$ cat src/rtl/soc_event_config.svh
`ifndef SOC_EVENT_CONFIG_SVH
`define SOC_EVENT_CONFIG_SVH

// event sources, gpio lines first
`define N_GPIO 8
// gpio lines plus ref clock, ref clock sits at the top index
`define N_SRC (`N_GPIO + 1)
`define EVNT_WIDTH 8
// default depth of the id buffer
`define EVT_FIFO_DEPTH 4

// apb bus widths
`define APB_ADDR_WIDTH 12
`define APB_DATA_WIDTH 32

// register map, byte offsets
`define REG_EDGE_EN 12'h000
`define REG_PENDING 12'h004
`define REG_EVT_COUNT 12'h008

`endif

$ cat src/rtl/apb_reg_pkg.sv
`default_nettype none

`include "soc_event_config.svh"

package apb_reg_pkg;

  //////////////////////////////////////////////////
  // apb bus side types
  //////////////////////////////////////////////////

  // byte address seen by the slave
  typedef logic [`APB_ADDR_WIDTH-1:0] apb_addr_t;

  // read and write data word
  typedef logic [`APB_DATA_WIDTH-1:0] apb_data_t;

  // no strobes here, every access is a full word
  // no pready or pslverr either, slave is zero wait

endpackage

`default_nettype wire

$ cat src/rtl/soc_event_pkg.sv
`default_nettype none

`include "soc_event_config.svh"

package soc_event_pkg;

  //////////////////////////////////////////////////
  // event side types
  //////////////////////////////////////////////////

  // one bit per source, used for enable mask and pending bits
  typedef logic [`N_SRC-1:0] src_vec_t;

  // raw gpio inputs, before sync
  typedef logic [`N_GPIO-1:0] gpio_vec_t;

  // event id handed to the cluster
  // value equals the source index
  typedef logic [`EVNT_WIDTH-1:0] evt_id_t;

  // delivered event counter, wraps
  typedef logic [31:0] evt_count_t;

endpackage

`default_nettype wire

$ cat src/rtl/gpio_edge_producer.sv
`default_nettype none

`include "soc_event_config.svh"

module gpio_edge_producer
  import soc_event_pkg::*;
(
  input  logic      clk_i,
  input  logic      rst_n_i,
  input  gpio_vec_t gpio_i,
  input  logic      ref_clk_i,
  input  src_vec_t  edge_en_i,
  output logic      valid_o,
  output evt_id_t   id_o,
  input  logic      ready_i,
  output src_vec_t  pending_o
);

  src_vec_t src_raw;   // async sources, ref clock on top
  src_vec_t sync1_q;
  src_vec_t sync2_q;
  src_vec_t edge_q;    // previous synced level
  src_vec_t rise;
  src_vec_t set;
  src_vec_t clr;
  src_vec_t pending_q;
  evt_id_t  sel_idx;   // lowest pending index
  logic     hold_q;    // id frozen while stalled
  evt_id_t  hold_id_q;
  logic     xfer;

  assign src_raw = {ref_clk_i, gpio_i};

  //////////////////////////////////////////////////
  // sync and edge detect
  //////////////////////////////////////////////////

  always_ff @(posedge clk_i) begin
    if (!rst_n_i) begin
      sync1_q <= '0;
      sync2_q <= '0;
      edge_q  <= '0;
    end else begin
      sync1_q <= src_raw;
      sync2_q <= sync1_q;  // two flop sync
      edge_q  <= sync2_q;
    end
  end

  assign rise = sync2_q & ~edge_q;
  assign set  = rise & edge_en_i;  // masked at detection time

  //////////////////////////////////////////////////
  // pending bits and id select
  //////////////////////////////////////////////////

  // descending scan, last hit is the lowest index
  always_comb begin
    sel_idx = '0;
    for (int i = `N_SRC - 1; i >= 0; i--) begin
      if (pending_q[i]) begin
        sel_idx = evt_id_t'(i);
      end
    end
  end

  assign valid_o = |pending_q;
  // a lower bit arriving during a stall must not change the offered id
  assign id_o    = hold_q ? hold_id_q : sel_idx;
  assign xfer    = valid_o && ready_i;
  assign clr     = xfer ? (src_vec_t'(1) << id_o) : '0;

  // set wins over clear, a fresh edge is a new event
  always_ff @(posedge clk_i) begin
    if (!rst_n_i) begin
      pending_q <= '0;
    end else begin
      pending_q <= (pending_q & ~clr) | set;
    end
  end

  always_ff @(posedge clk_i) begin
    if (!rst_n_i) begin
      hold_q <= 1'b0;
    end else if (xfer) begin
      hold_q <= 1'b0;
    end else if (valid_o) begin
      hold_q <= 1'b1;  // stalled, lock id
    end
  end

  always_ff @(posedge clk_i) begin
    if (valid_o && !ready_i) begin
      hold_id_q <= id_o;
    end
  end

  assign pending_o = pending_q;

endmodule

`default_nettype wire

$ cat src/rtl/event_fifo.sv
`default_nettype none

`include "soc_event_config.svh"

module event_fifo
  import soc_event_pkg::*;
#(
  parameter int unsigned DEPTH = `EVT_FIFO_DEPTH
) (
  input  logic    clk_i,
  input  logic    rst_n_i,
  // write side
  input  logic    valid_i,
  input  evt_id_t id_i,
  output logic    ready_o,
  // read side
  output logic    valid_o,
  output evt_id_t id_o,
  input  logic    ready_i
);

  localparam int unsigned PTR_W = (DEPTH > 1) ? $clog2(DEPTH) : 1;
  localparam int unsigned CNT_W = $clog2(DEPTH + 1);

  evt_id_t          mem_q [DEPTH];
  logic [PTR_W-1:0] wr_ptr_q;
  logic [PTR_W-1:0] rd_ptr_q;
  logic [CNT_W-1:0] count_q;  // occupancy
  logic             push;
  logic             pop;

  assign ready_o = (count_q != CNT_W'(DEPTH));  // not full
  assign valid_o = (count_q != '0);             // not empty
  assign push    = valid_i && ready_o;
  assign pop     = valid_o && ready_i;
  assign id_o    = mem_q[rd_ptr_q];

  // pointer step with wrap at DEPTH
  function automatic logic [PTR_W-1:0] ptr_next(input logic [PTR_W-1:0] ptr);
    if (ptr == PTR_W'(DEPTH - 1)) begin
      return '0;
    end
    return ptr + 1'b1;
  endfunction

  //////////////////////////////////////////////////
  // storage
  //////////////////////////////////////////////////

  always_ff @(posedge clk_i) begin
    if (push) begin
      mem_q[wr_ptr_q] <= id_i;
    end
  end

  //////////////////////////////////////////////////
  // pointers and count
  //////////////////////////////////////////////////

  always_ff @(posedge clk_i) begin
    if (!rst_n_i) begin
      wr_ptr_q <= '0;
      rd_ptr_q <= '0;
      count_q  <= '0;
    end else begin
      if (push) wr_ptr_q <= ptr_next(wr_ptr_q);
      if (pop) rd_ptr_q <= ptr_next(rd_ptr_q);
      case ({push, pop})
        2'b10:   count_q <= count_q + 1'b1;
        2'b01:   count_q <= count_q - 1'b1;
        default: count_q <= count_q;  // idle or both
      endcase
    end
  end

endmodule

`default_nettype wire

$ cat src/rtl/cluster_event_dispatch.sv
`default_nettype none

`include "soc_event_config.svh"

module cluster_event_dispatch
  import soc_event_pkg::*;
(
  input  logic       clk_i,
  input  logic       rst_n_i,
  // from fifo
  input  logic       valid_i,
  input  evt_id_t    id_i,
  output logic       ready_o,
  // cluster event port
  output logic       cl_event_valid_o,
  output evt_id_t    cl_event_data_o,
  input  logic       cl_event_ready_i,
  output evt_count_t evt_count_o
);

  logic       valid_q;
  evt_id_t    data_q;
  evt_count_t count_q;
  logic       take;     // fifo to reg
  logic       deliver;  // reg to cluster

  assign deliver = valid_q && cl_event_ready_i;
  // free slot, or slot empties this cycle
  assign ready_o = !valid_q || cl_event_ready_i;
  assign take    = valid_i && ready_o;

  always_ff @(posedge clk_i) begin
    if (!rst_n_i) begin
      valid_q <= 1'b0;
    end else if (take) begin
      valid_q <= 1'b1;  // refill, back to back
    end else if (deliver) begin
      valid_q <= 1'b0;
    end
  end

  always_ff @(posedge clk_i) begin
    if (take) begin
      data_q <= id_i;
    end
  end

  // one count per cluster handshake
  always_ff @(posedge clk_i) begin
    if (!rst_n_i) begin
      count_q <= '0;
    end else if (deliver) begin
      count_q <= count_q + 1'b1;
    end
  end

  assign cl_event_valid_o = valid_q;
  assign cl_event_data_o  = data_q;
  assign evt_count_o      = count_q;

endmodule

`default_nettype wire

$ cat src/rtl/apb_event_regs.sv
`default_nettype none

`include "soc_event_config.svh"

module apb_event_regs
  import apb_reg_pkg::*;
  import soc_event_pkg::*;
(
  input  logic       clk_i,
  input  logic       rst_n_i,
  // apb slave, zero wait
  input  apb_addr_t  paddr_i,
  input  logic       psel_i,
  input  logic       penable_i,
  input  logic       pwrite_i,
  input  apb_data_t  pwdata_i,
  output apb_data_t  prdata_o,
  // event side
  output src_vec_t   edge_en_o,
  input  src_vec_t   pending_i,
  input  evt_count_t evt_count_i
);

  logic      wr_en;
  logic      rd_en;
  src_vec_t  edge_en_q;
  apb_data_t rdata;

  // access phase only
  assign wr_en = psel_i && penable_i && pwrite_i;
  assign rd_en = psel_i && penable_i && !pwrite_i;

  //////////////////////////////////////////////////
  // write path
  //////////////////////////////////////////////////

  // only the enable mask is writable
  always_ff @(posedge clk_i) begin
    if (!rst_n_i) begin
      edge_en_q <= '0;
    end else if (wr_en && (paddr_i == apb_addr_t'(`REG_EDGE_EN))) begin
      edge_en_q <= pwdata_i[`N_SRC-1:0];  // upper bits dropped
    end
  end

  assign edge_en_o = edge_en_q;

  //////////////////////////////////////////////////
  // read path
  //////////////////////////////////////////////////

  always_comb begin
    rdata = '0;  // unmapped reads as zero
    case (paddr_i)
      apb_addr_t'(`REG_EDGE_EN): begin
        rdata = apb_data_t'(edge_en_q);
      end
      apb_addr_t'(`REG_PENDING): begin
        rdata = apb_data_t'(pending_i);  // live view
      end
      apb_addr_t'(`REG_EVT_COUNT): begin
        rdata = apb_data_t'(evt_count_i);
      end
      default: begin
        rdata = '0;
      end
    endcase
  end

  // bus idles at zero outside a read
  assign prdata_o = rd_en ? rdata : '0;

endmodule

`default_nettype wire

$ cat src/rtl/soc_event_unit.sv
`default_nettype none

`include "soc_event_config.svh"

module soc_event_unit
  import apb_reg_pkg::*;
  import soc_event_pkg::*;
(
  input  logic      clk_i,
  input  logic      rst_n_i,
  // apb config port
  input  apb_addr_t paddr_i,
  input  logic      psel_i,
  input  logic      penable_i,
  input  logic      pwrite_i,
  input  apb_data_t pwdata_i,
  output apb_data_t prdata_o,
  // event sources
  input  gpio_vec_t gpio_i,
  input  logic      ref_clk_i,
  // cluster event port
  output logic      cl_event_valid_o,
  output evt_id_t   cl_event_data_o,
  input  logic      cl_event_ready_i
);

  logic       prod_valid;  // producer to fifo
  evt_id_t    prod_id;
  logic       prod_ready;
  logic       fifo_valid;  // fifo to dispatch
  evt_id_t    fifo_id;
  logic       fifo_ready;
  src_vec_t   edge_en;
  src_vec_t   pending;
  evt_count_t evt_count;

  //////////////////////////////////////////////////
  // event path
  //////////////////////////////////////////////////

  gpio_edge_producer i_producer (
    .clk_i    (clk_i),
    .rst_n_i  (rst_n_i),
    .gpio_i   (gpio_i),
    .ref_clk_i(ref_clk_i),
    .edge_en_i(edge_en),
    .valid_o  (prod_valid),
    .id_o     (prod_id),
    .ready_i  (prod_ready),
    .pending_o(pending)
  );

  event_fifo #(
    .DEPTH(`EVT_FIFO_DEPTH)
  ) i_fifo (
    .clk_i  (clk_i),
    .rst_n_i(rst_n_i),
    .valid_i(prod_valid),
    .id_i   (prod_id),
    .ready_o(prod_ready),
    .valid_o(fifo_valid),
    .id_o   (fifo_id),
    .ready_i(fifo_ready)
  );

  cluster_event_dispatch i_dispatch (
    .clk_i           (clk_i),
    .rst_n_i         (rst_n_i),
    .valid_i         (fifo_valid),
    .id_i            (fifo_id),
    .ready_o         (fifo_ready),
    .cl_event_valid_o(cl_event_valid_o),
    .cl_event_data_o (cl_event_data_o),
    .cl_event_ready_i(cl_event_ready_i),
    .evt_count_o     (evt_count)
  );

  //////////////////////////////////////////////////
  // config registers
  //////////////////////////////////////////////////

  apb_event_regs i_regs (
    .clk_i      (clk_i),
    .rst_n_i    (rst_n_i),
    .paddr_i    (paddr_i),
    .psel_i     (psel_i),
    .penable_i  (penable_i),
    .pwrite_i   (pwrite_i),
    .pwdata_i   (pwdata_i),
    .prdata_o   (prdata_o),
    .edge_en_o  (edge_en),
    .pending_i  (pending),    // read only view
    .evt_count_i(evt_count)
  );

endmodule

`default_nettype wire

$ cat config.mk
export PLATFORM = sky130hd
export DESIGN_NAME = soc_event_unit
export DESIGN_NICKNAME = d
export VERILOG_FILES = /design/src/rtl/apb_reg_pkg.sv /design/src/rtl/soc_event_pkg.sv /design/src/rtl/gpio_edge_producer.sv /design/src/rtl/event_fifo.sv /design/src/rtl/cluster_event_dispatch.sv /design/src/rtl/apb_event_regs.sv /design/src/rtl/soc_event_unit.sv
export VERILOG_INCLUDE_DIRS = /design/src /design/src/rtl
export SDC_FILE = /design/constraint.sdc
export NUM_CORES = 1
export LEC_CHECK = 0
export ABC_AREA = 1
export BUFFER_PORTS_ARGS = -buffer_cell sky130_fd_sc_hd__buf_4
export CAP_MARGIN = 0
export CELL_PAD_IN_SITES_DETAIL_PLACEMENT = 0
export CELL_PAD_IN_SITES_GLOBAL_PLACEMENT = 1
export CORE_MARGIN = 1.5
export CORE_UTILIZATION = 43
export CTS_BUF_LIST = sky130_fd_sc_hd__clkbuf_8
export CTS_CLUSTER_DIAMETER = 150
export DETAILED_ROUTE_END_ITERATION = 10
export PLACE_DENSITY = 0.9
export SLEW_MARGIN = 30
export SYNTH_ARGS = -nofsm -noshare
export SYNTH_HDL_FRONTEND = slang
export SYNTH_SLANG_ARGS = --single-unit
$ cat constraint.sdc
create_clock -name clk_i -period 3.2 [get_ports clk_i]
set_clock_uncertainty 0.15 [all_clocks]
set_input_delay 0.64 -clock clk_i [delete_from_list [all_inputs] [get_ports clk_i]]
set_output_delay 0.64 -clock clk_i [all_outputs]
set_load 0.05 [all_outputs]
# == After elaboration in Yosys (flattened, before gate mapping) ==
# Memory sizes are Yosys's and may differ from the RTL's. A register that Yosys moved wholly into a read port is not among the register bits.
# Cells that the tools add are included.
# totals
wordCells,79
regBits,94
mem_bits_rw,32
n_memories,1
# memory_table
name,words,word_bits,rd,rd_clocked_by_memory_dff,wr,line,text
i_fifo.mem_q,4,8,1,1,1,event_fifo.sv:25,evt_id_t mem_q [DEPTH];
# op_classes
muxes,28
addsub,5
n_shift,1
n_eq_ne,7
bitwise,7
reduce_logical,18
# ops
cell,n
32-bit case mux with 3 select lines,1
4-bit two-way mux,9
"32-bit by 1-bit adder with 32-bit output, second input constant",1
32-bit two-way mux,1
9-bit bitwise AND,3
9-bit inverter,2
"12-bit by 3-bit equality test with 1-bit output, second input constant",1
"12-bit by 4-bit equality test with 1-bit output, second input constant",1
12-bit logical NOT,1
1-bit two-way mux,10
9-bit two-way mux,1
9-bit OR,1
9-bit OR reduction,1
"1-bit by 8-bit left shift with 9-bit output, first input constant",1
1-bit logical AND,8
2-bit two-way mux,4
8-bit two-way mux,1
"2-bit equality test, second input constant",3
3-bit case mux with 2 select lines,1
"2-bit by 1-bit adder with 2-bit output, second input constant",2
2-bit nonzero test,2
"3-bit by 1-bit adder with 3-bit output, second input constant",1
1-bit logical NOT,3
"3-bit inequality test, second input constant",1
other kinds (6),6

# == Logic depth before layout (Yosys ltp) ==
# Gate-level depths: netlist (run 1).
# depth
ltp_word,15
ltp_mapped,13

# == Hierarchy ==
# Synthesis (run 1) repeated with hierarchy kept, for this count alone.
# unflattened
cells_unflattened,805
hier_area_um2,6568.8
# by_module_without_submodules
module,n_inst,cells_each,seq_area_each_um2,area_per_inst_um2
cluster_event_dispatch,1,282,900.9,2047.0
gpio_edge_producer,1,212,980.9,1775.5
event_fifo,1,145,1141.1,1687.9
apb_event_regs,1,166,180.2,1058.5

# == Worst setup path after synthesis (run 1) ==
# No wires, ideal clock.
# synth_path
path_kind,input-to-output
from,input penable_i
to,output prdata_o[17]
required_ns,2.410
cell_stages,5
n_path_buf,1
path_slack_ns,-0.029
arrival_ns,2.439
path_cell_list,inv_1 -> nor3_2 -> inv_2 -> buf_1 -> nor3_1
# synth_between
elab_chain_len,3
# synth_rtl
item,line,text
start: declaration,soc_event_unit.sv:14,"input logic penable_i,"
1-bit logical AND (2 in a row),apb_event_regs.sv:31,assign rd_en = psel_i && penable_i && !pwrite_i;
32-bit two-way mux,apb_event_regs.sv:71,assign prdata_o = rd_en ? rdata : '0;
end: declaration,soc_event_unit.sv:17,"output apb_data_t prdata_o,"
# No other way between the ends.

# == Worst setup path in the final report (run 1) ==
# layout_path
from,input paddr_i[11]
to,output prdata_o[3]
# layout_between
elab_chain_len,3
word_cells_on_any_way,5
cone_classes,eq/ne (2); mux (2); reduce/logical (1)
# layout_rtl
item,line,text
start: declaration,soc_event_unit.sv:12,"input apb_addr_t paddr_i,"
12-bit by 4-bit equality test with 1-bit output (tied with other cells),apb_event_regs.sv:54,case (paddr_i)
32-bit case mux with 3 select lines (*),apb_event_regs.sv:54,
32-bit two-way mux (*),apb_event_regs.sv:71,
# Mark *: on every way between the ends. The rest lies on a longest branch, timed or not.

==> results of run 1 <==
[critical path: cells and delay by family]
family | cells | cell delay (ps)
and+or+nand+nor | 7 | 1060
AOI/OAI and AO/OA | 1 | 110
buffers and inverters | 3 | 350
[layout by cell type (no fill, tap or decap), types with 4 or more instances in the layout]
cell type,n
clkbuf_8,17
inv_8,5
dfxtp_1,86
o21ai_1,12
edfxtp_1,48
ha_1,7
nand2_2,4
nor3_1,31
a211oi_2,9
buf_4,81
o21ai_0,38
a21oi_1,45
inv_2,9
o22ai_1,13
inv_6,6
nor4_1,4
nand4_1,7
nor2_4,4
nor2_2,9
xor2_1,7
inv_1,107
nand3_1,17
nor2_1,91
nand2_1,125
[power by group through the flow]
stage	logic (uW)	clock network (uW)	registers, uW
final	721	1420	1970
after CTS	728	1450	1970
after global placement	712	0	2000
after detailed placement	722	0	2010
after floorplan	315	0	2190
after global routing	809	1530	1980
[state kept, by name, indices dropped and copies added, names as in the netlist, 9 cells and up]
| signal | flops |
|---|---|
| i_dispatch.evt_count_o | 32 |
| i_fifo.mem_q | 32 |
| i_producer.edge_q | 9 |
| i_producer.pending_o | 9 |
| i_producer.sync1_q | 9 |
| i_producer.sync2_q | 9 |
| i_regs.edge_en_o | 9 |
[layout make-up]
| type | instances | area, um^2 | area share |
|---|---|---|---|
| clock buffers | 17 | 234 | 0.0325 |
| repair buffers | 81 | 608 | 0.0846 |
| inverters | 116 | 435 | 0.0606 |
| flip-flops and latches | 134 | 3160 | 0.440 |
| well taps | 180 | 225 | 0.0313 |
| clock inverters | 15 | 171 | 0.0238 |
| multi-input cells | 453 | 2350 | 0.327 |
[cells by family after synthesis]
family | count (synthesis) | synth area share
fa+ha+maj | 8 | 0.0179
buf+inv | 134 | 0.0851
xor+xnor | 9 | 0.0131
compound gates | 126 | 0.122
simple gates | 310 | 0.237
flops | 134 | 0.525
[per-layer routing]
metal,wire [um],GRT usage
met1,6110,0.253
met2,5700,0.282
met3,677,0.0461
met4,136,0.0743
met5,0,0
[through the flow]
| step | instance area [um^2] | total power [uW] | TNS [ps] |
|---|---|---|---|
| CTS | 7190 | 4150 | 0 |
| finish | 7190 | 4100 | 0 |
| global route | 7190 | 4320 | 0 |
| detailed placement | 6780 | 2730 | 0 |
| global placement | 6780 | 2710 | 0 |
| floorplan | 6030 | 2500 | -300 |
[how the worst max path moves through the flow]
stage	to	slack [ps]	cells past startpoint
6_report	prdata_o[3]	260	11
4_1_cts	prdata_o[2]	230	8
3_3_place_gp	prdata_o[2]	250	8
3_5_place_dp	prdata_o[2]	230	8
2_1_floorplan	prdata_o[17]	-30	5
5_1_grt	prdata_o[8]	40	11
[synthesized netlist by cell type (all sizes together)]
| cell | instances | area [um^2] |
|---|---|---|
| a211oi | 11 | 128 |
| a21oi | 46 | 234 |
| a31oi | 2 | 12.5 |
| and2 | 2 | 15.0 |
| buf | 7 | 36.3 |
| clkbuf | 11 | 41.3 |
| dfxtp | 86 | 1720 |
| edfxtp | 48 | 1440 |
| fa | 1 | 20.0 |
| ha | 7 | 87.6 |
| inv | 116 | 435 |
| nand2 | 130 | 503 |
| nand3 | 20 | 115 |
| nand3b | 2 | 15.0 |
| nand4 | 10 | 81.3 |
| nor2 | 104 | 443 |
| nor3 | 34 | 185 |
| nor3b | 1 | 12.5 |
| nor4 | 6 | 50.0 |
| o211ai | 1 | 7.51 |
| o21a | 1 | 7.51 |
| o21ai | 50 | 250 |
| o221ai | 2 | 17.5 |
| o22ai | 13 | 81.3 |
| or2 | 1 | 6.26 |
| xnor2 | 2 | 17.5 |
| xor2 | 7 | 61.3 |
[repair_timing]
action | in CTS | in global routing
setup buffers | 0 | 0
endpoints found under the setup margin | 0 | 1
gates resized for setup | 0 | 1
==> results.toml, run 1 <==
[sta]
fin_crit_sh = 0.919
setup_violations = 0
finalHoldViolCount = 0
max-slew-margin-rel = 0.460
finalCriticalPeriod_ps = 2940
layout_setup_ws_ps = 258
max_slew.worst_pin.slew_ps = 807
grt_setup_unrepaired = "no"
fin_hold_ws_ps = 219
max_freq_ghz = 0.340
final_max_slew_viol_count = 0

[placed_design]
dpl_worst_slack_ps = 231
place.detailed.hpwl_mm = 8.99
dp_cells = 964
place.gp.congestion = 0.819
number_of_i_o_port_buffers = 76

[cts]
cts_inserted_buffers = 17
cts_max_level = 4
tritoncts = "yes"
clockRootBuffer = "clkbuf_8"
clock_sink_count = 134
cts.clk_slew.worst_paths_ps = 80
cts.hold.buffers_added = 0
clock_insertion_delay_worst_skew_ps = 450
clockBufferDepth = 2

[worst_setup_path]
worst_r2r_endpoint = "i_fifo.count_q[2]$_SDFFE_PN0P_"
cp_cell_sequence = "buf_4, nor2_1, nand2_1, nor2_2, nand2_1, nor2_2, nand2_1, o221ai_1, nand2_1, inv_1, buf_4"
critical_path.max_fanout = 9
timing.setup.critical_path_class = "in2out"
reg2regPathDepth = 12
r2r_path_start = "i_producer.pending_o[6]$_SDFF_PN0_"
crit_required_ps = 2410
worst_setup_path_start_kind = "input pin"
critPathSlowestCell = "nor2_2"
critPathMostFrequentCell = "nand2_1"
critPathCaptureType = "output port"
worst_r2r_setup_slack_ps = 710
arrival_ps = 2150
setup.worst_path.start = "paddr_i[11]"
timing.critical_path.slowest_cell_delay_ps = 310

[cells_and_area]
area_growth_syn_to_fin_pct = 19.3
post_route_cells_drive_above_1_share = 0.200
layoutNonFillerInstCount = 996
fill_cells = 1352
antenna_cells_inserted = 0
final_util = 0.522
final_nets = 870

[yosys]
synth.cell_area_mm2 = 0.00603
syn-num-nets = 788
netlist_instances = 721
synth_sequential_area_ratio = 0.525
postSynthRegisterBits = 134
yosys_warnings = 0
synth_cell_type_count = 42
synth.avg_cell_area_um2 = 8.36

[global_route]
antenna_violations_before_repair = 0
globalRouteTotalUtil = 0.186
grt_pass1_vias = 4424
pin_count_of_the_biggest_net_entering_global_routing = 54
grt_pass1_wl_mm = 21.1
grt_total_ovfl = 0

[route]
vias = 4787
postRouteAntennaNets = 0
drtPass1Iterations = 5
vias_per_cell = 4.81
wl_per_cell_um = 12.7
drc = 0
totalWireLength_mm = 12.6
initialDrtViolationCount = 206

[power]
ir_worst_vdd_mv = 0.325
power_frac_seq = 0.479
power-per-cell-area_mw_per_mm2 = 571
power.share.switching = 0.324
net-switching-power_uw = 1330
cellLeakagePower_uw = 0.00290
power.share.clock = 0.345
p_comb_frac = 0.176
power.internal_uw = 2780

[floorplan]
floorplan.io_pins = 100
die_width_um = 121
design.core.area_mm2 = 0.0138
placement_rows = 43
dieArea_mm2 = 0.0147
fp.dieH_um = 121
floorplan.initialDensity = 0.438

[min_path]
worst_hold_path.endpoint = "i_producer.sync1_q[1]$_SDFF_PN0_"
hold_path_depth = 3
hold_class = "in2reg"
min-delay-start = "gpio_i[1]"

[run_status]
run_status = "complete, no violations"

[flow_run]
cap_viol_max_count = 0
No activity file was read; power rests on OpenSTA's default activity.
==> run 2, diff against run 1 <==
==> constraint.sdc (replaced) <==
create_clock -name clk_i -period 3.2 [get_ports clk_i]
set_clock_uncertainty 0.15 [all_clocks]
set_input_delay 0.16 -clock clk_i [delete_from_list [all_inputs] [get_ports clk_i]]
set_output_delay 0.16 -clock clk_i [all_outputs]
set_load 0.05 [all_outputs]
==> results.toml, run 2 (synthesized netlist as in run 1, its figures left out) <==
[global_route]
grt_util_met1 = 0.249
antenna_violations_before_repair = 0
use_met2 = 0.285
globalRouteTotalUtil = 0.185
grt_total_ovfl = 0
grt_pass1_vias = 4551
grt_pass1_wl_mm = 21.2
globalRoute.busiestLayer = "met2"
met3_use_gr = 0.0414
pin_count_of_the_biggest_net_entering_global_routing = 54

[floorplan]
fp.dieH_um = 121
floorplan.initialDensity = 0.438
placement_rows = 43
design.core.area_mm2 = 0.0138
die_width_um = 121
dieArea_mm2 = 0.0147
floorplan.io_pins = 100

[sta]
grt_setup_unrepaired = "no"
max_freq_ghz = 0.400
finalCriticalPeriod_ps = 2500
final_max_slew_viol_count = 0
max-slew-margin-rel = 0.477
fin_tns_setup_ps = 0
max_slew.worst_pin.slew_ps = 781
setup_violations = 0
fin_hold_ws_ps = 75.3
fin_crit_sh = 0.782
finalHoldViolCount = 0

[run_status]
run_status = "complete, no violations"

[route]
vias = 4843
wl_per_cell_um = 12.5
totalWireLength_mm = 12.6
vias_per_cell = 4.78
drtPass1Iterations = 5
initialDrtViolationCount = 263
drc = 0
postRouteAntennaNets = 0

[worst_setup_path]
arrival_ps = 2690
critical_path_buffers_and_inverters = 1
critPathCaptureType = "flip-flop"
critPathSlowestCell = "fa_1"
timing.critical_path.slowest_cell_delay_ps = 380
cp_top_family = "simple AND/OR/NAND/NOR gates"
cp_cell_sequence = "nor2_1, nand3_1, nor2_1, nand2_1, nand2_1, ha_1, inv_1, fa_1, a21oi_1, o21ai_0, o21ai_0, a21oi_1"
crit_required_ps = 3390
worst_r2r_setup_slack_ps = 700
timing.setup.critical_path_class = "reg2reg"
worst_setup_path_start_kind = "flip-flop"
critical_path.max_fanout = 9

[cts]
tritoncts = "yes"
cts.clk_slew.worst_paths_ps = 80
cts_max_level = 4
post_cts_setup_inserts = 0
post_cts_resized = 0
clockRootBuffer = "clkbuf_8"
clock_sink_count = 134
cts_inserted_buffers = 17
clockBufferDepth = 2
cts.hold.buffers_added = 19
clock_insertion_delay_worst_skew_ps = 450

[cells_and_area]
mostFrequentLayoutCell = "nand2_1"
layoutNonFillerInstCount = 1014
final_nets = 888
final_cell_mix = "nand2_1 (126), inv_1 (107), nor2_1 (91)"
regArea_mm2 = 0.00316
post_route_cells_drive_above_1_share = 0.192
fill_cells = 1314
antenna_cells_inserted = 0
area_of_the_multi_input_gates_mm2 = 0.00235
area_growth_syn_to_fin_pct = 21.8

[power]
power_frac_seq = 0.486
power.share.switching = 0.315
power.internal_uw = 2760
net-switching-power_uw = 1270
p_comb_frac = 0.183
ir_worst_vdd_mv = 0.263
power.share.clock = 0.331
cellLeakagePower_uw = 0.00297
power-per-cell-area_mw_per_mm2 = 550

[placed_design]
place.detailed.hpwl_mm = 8.92
number_of_i_o_port_buffers = 76
dp_cells = 963
place.gp.congestion = 0.819

[flow_run]
cap_viol_max_count = 0

[min_path]
hold_class = "in2reg"
run 2: changes by cell type in the layout (fill, tap and decap cells not counted), sizes merged:
| cell | delta |
|---|---|
| clkinv | +2 |
| clkinvlp | -1 |
| dlygate4sd3 | +19 |
| inv | -1 |
| buf | -1 |
run 2: through the flow:
stage	total power (uW)	cell area, um^2	setup WS [ps]	util
2_1_floorplan	2500	6030	696	-
3_3_place_gp	2710	6780	780	0.492
3_5_place_dp	2730	6780	732	0.492
4_1_cts	4070	7340	726	0.533
5_1_grt	4220	7340	434	0.533
6_report	4040	7340	697	0.533
run 2: worst paths after layout:
path	from	to	cells past startpoint
worst min-delay path	rst_n_i	i_dispatch.evt_count_o[31]$_SDFFE_PN0P_	3
worst max-delay path	i_producer.pending_o[6]$_SDFF_PN0_	i_fifo.count_q[2]$_SDFFE_PN0P_	12
worst min register to register	i_producer.sync1_q[8]$_SDFF_PN0_	i_producer.sync2_q[8]$_SDFF_PN0_	2
worst max register to register	i_producer.pending_o[6]$_SDFF_PN0_	i_fifo.count_q[2]$_SDFFE_PN0P_	12
run 2: power by group through the flow:
stage               clock network [uW]  registers (uW)  logic (uW)
floorplan                            0            2190         315
global placement                     0            2000         711
detailed placement                   0            2000         726
CTS                               1360            1960         746
global route                      1440            1980         808
finish                            1330            1960         739
run 2: area by class of cell:
class | instances | area share
clock buffers | 17 | 0.0319
clock inverters | 15 | 0.0193
inverters | 116 | 0.0593
multi-input cells | 453 | 0.320
flip-flops and latches | 134 | 0.431
well taps | 180 | 0.0307
repair buffers | 99 | 0.108
run 2: layer usage:
layer / share of wire / wire length [um]
met1: 0.49 / 6170
met2: 0.44 / 5620
met3: 0.043 / 543
met4: 0.024 / 301
met5: 0 / 0
run 2: worst register-to-register path: stages (launching register included):
cell	delay, ps
dfxtp_1	340
nor2_1	150
nand3_1	120
nor2_1	170
nand2_1	130
nand2_1	230
ha_1	190
inv_1	70
fa_1	380
a21oi_1	150
o21ai_0	110
o21ai_0	150
a21oi_1	50
==> run 3, diff against run 2 <==
--- a/config.mk
+++ b/config.mk
@@ -12,11 +12,11 @@
 export CELL_PAD_IN_SITES_DETAIL_PLACEMENT = 0
 export CELL_PAD_IN_SITES_GLOBAL_PLACEMENT = 1
 export CORE_MARGIN = 1.5
-export CORE_UTILIZATION = 43
+export CORE_UTILIZATION = 39
 export CTS_BUF_LIST = sky130_fd_sc_hd__clkbuf_8
 export CTS_CLUSTER_DIAMETER = 150
 export DETAILED_ROUTE_END_ITERATION = 10
-export PLACE_DENSITY = 0.9
+export PLACE_DENSITY = 0.87
 export SLEW_MARGIN = 30
 export SYNTH_ARGS = -nofsm -noshare
 export SYNTH_HDL_FRONTEND = slang
==> constraint.sdc (replaced) <==
create_clock -name clk_i -period 2.1 [get_ports clk_i]
set_clock_uncertainty 0.15 [all_clocks]
set_input_delay 0.105 -clock clk_i [delete_from_list [all_inputs] [get_ports clk_i]]
set_output_delay 0.105 -clock clk_i [all_outputs]
set_load 0.05 [all_outputs]
==> results.toml, run 3 (synthesized netlist as in run 1, its figures left out) <==
[cells_and_area]
final_nets = 916
antenna_cells_inserted = 0
final_util = 0.503
final_cell_mix = "nand2_1 (124), inv_1 (107), buf_4 (105)"
fill_cells = 1416
regArea_mm2 = 0.00317
post_route_cells_drive_above_1_share = 0.226
area_growth_syn_to_fin_pct = 26.4
mostFrequentLayoutCell = "nand2_1"
area_of_the_multi_input_gates_mm2 = 0.00239

[route]
postRouteAntennaNets = 0
initialDrtViolationCount = 296
wl_per_cell_um = 12.9
vias = 4979
vias_per_cell = 4.74
drtPass1Iterations = 5
drc = 0
totalWireLength_mm = 13.5

[placed_design]
place.gp.congestion = 0.844
dpl_worst_slack_ps = -25.5
number_of_i_o_port_buffers = 76
place.detailed.hpwl_mm = 9.69

[sta]
finalHoldViolCount = 0
max_freq_ghz = 0.506
layout_setup_ws_ps = 125
max-slew-margin-rel = 0.473
finalCriticalPeriod_ps = 1970
fin_crit_sh = 0.940
max_slew.worst_pin.slew_ps = 788
final_max_slew_viol_count = 0
setup_violations = 0

[power]
power-per-cell-area_mw_per_mm2 = 824
ir_worst_vdd_mv = 0.412
total_power_uw = 6280
cellLeakagePower_uw = 0.00312

[floorplan]
floorplan.io_pins = 100
die_width_um = 127
placement_rows = 45
floorplan.initialDensity = 0.398
dieArea_mm2 = 0.0162
design.core.area_mm2 = 0.0151
fp.dieH_um = 127

[worst_setup_path]
critPathSlowestCell = "fa_2"
arrival_ps = 2160
crit_required_ps = 2290
critical_path.max_fanout = 2
timing.setup.critical_path_class = "reg2reg"
worst_r2r_setup_slack_ps = 130
timing.critical_path.slowest_cell_delay_ps = 330
cp_cell_sequence = "nor2_1, nand2_1, nor2_4, nand2_2, nand2_2, ha_1, inv_1, fa_2, a21oi_1, o21ai_1, o21ai_1, a21oi_1"
cp_top_family = "adder cells"
critical_path_buffers_and_inverters = 1
worst_setup_path_start_kind = "flip-flop"
critPathCaptureType = "flip-flop"

[cts]
clockBufferDepth = 2
cts.clk_slew.worst_paths_ps = 80
clock_insertion_delay_worst_skew_ps = 450
cts_max_level = 4
clock_sink_count = 134
tritoncts = "yes"
cts_inserted_buffers = 17
clockRootBuffer = "clkbuf_8"

[run_status]
run_status = "complete, no violations"

[global_route]
globalRouteTotalUtil = 0.178
pin_count_of_the_biggest_net_entering_global_routing = 51
grt_pass1_wl_mm = 22.5
antenna_violations_before_repair = 0
grt_total_ovfl = 0
grt_pass1_vias = 4675

[flow_run]
cap_viol_max_count = 0

[min_path]
hold_class = "in2reg"
[run 3: changes by cell type in the layout (fill, tap and decap cells not counted), sizes merged]
cell and delta:
inv -2, dlygate4sd3 +2, buf +26, clkinvlp +2
[run 3: path summary, 6_finish.rpt]
check / startpoint / end / cells past startpoint
max reg2reg: i_producer.pending_o[3]$_SDFF_PN0_ / i_fifo.count_q[2]$_SDFFE_PN0P_ / 12
min reg2reg: i_producer.sync1_q[7]$_SDFF_PN0_ / i_producer.sync2_q[7]$_SDFF_PN0_ / 2
max: i_producer.pending_o[3]$_SDFF_PN0_ / i_fifo.count_q[2]$_SDFFE_PN0P_ / 12
min: pwrite_i / i_regs.edge_en_o[6]$_SDFFE_PN0P_ / 5
[run 3: area by class of cell]
cell class,count,area share
Multi-Input combinational cell,453,0.313
Clock inverter,15,0.0190
Tap cell,188,0.0309
Sequential cell,134,0.415
Timing Repair Buffer,127,0.134
Clock buffer,17,0.0307
Inverter,116,0.0571
[run 3: worst min-delay path: stages]
cell and delay, ps:
buf_4 110, nand3_1 60, nor2_1 50, inv_2 260, a211oi_2 110
[run 3: power by group]
group	total (uW)	leakage [uW]	switching [uW]	internal (uW)
clock network	2060	0.000191	1090	964
logic	1250	0.00179	817	431
registers	2970	0.00114	94.4	2880
total	6280	0.00312	2000	4280
[run 3: through the flow]
| stage | area [um^2] | instances | setup TNS [ps] | hold slack (ps) |
|---|---|---|---|---|
| 2_1_floorplan | 6040 | 721 | -848 | 52.6 |
| 6_report | 7620 | 1050 | 0 | 154 |
| 3_3_place_gp | 6990 | 995 | -6.70 | 136 |
| 5_1_grt | 7620 | 1050 | -4.07 | 189 |
| 3_5_place_dp | 6990 | 995 | -25.5 | 138 |
| 4_1_cts | 7600 | 1050 | 0 | 130 |
[run 3: timing repair]
item,in CTS,in global routing
resized for setup,3,8
hold buffers,21,0
endpoints found under the hold margin,29,0
pin swaps,3,3
setup buffers,2,0
endpoints found under the setup margin,1,21
[run 3: per-layer routing]
layer / share of wire / global-route usage / vias to the layer above
met1: 0.48 / 0.242 / 2214
met3: 0.046 / 0.0419 / 20
li1: - / - / 2619
met2: 0.45 / 0.275 / 126
met4: 0.021 / 0.0729 / 0
met5: 0 / 0 / -
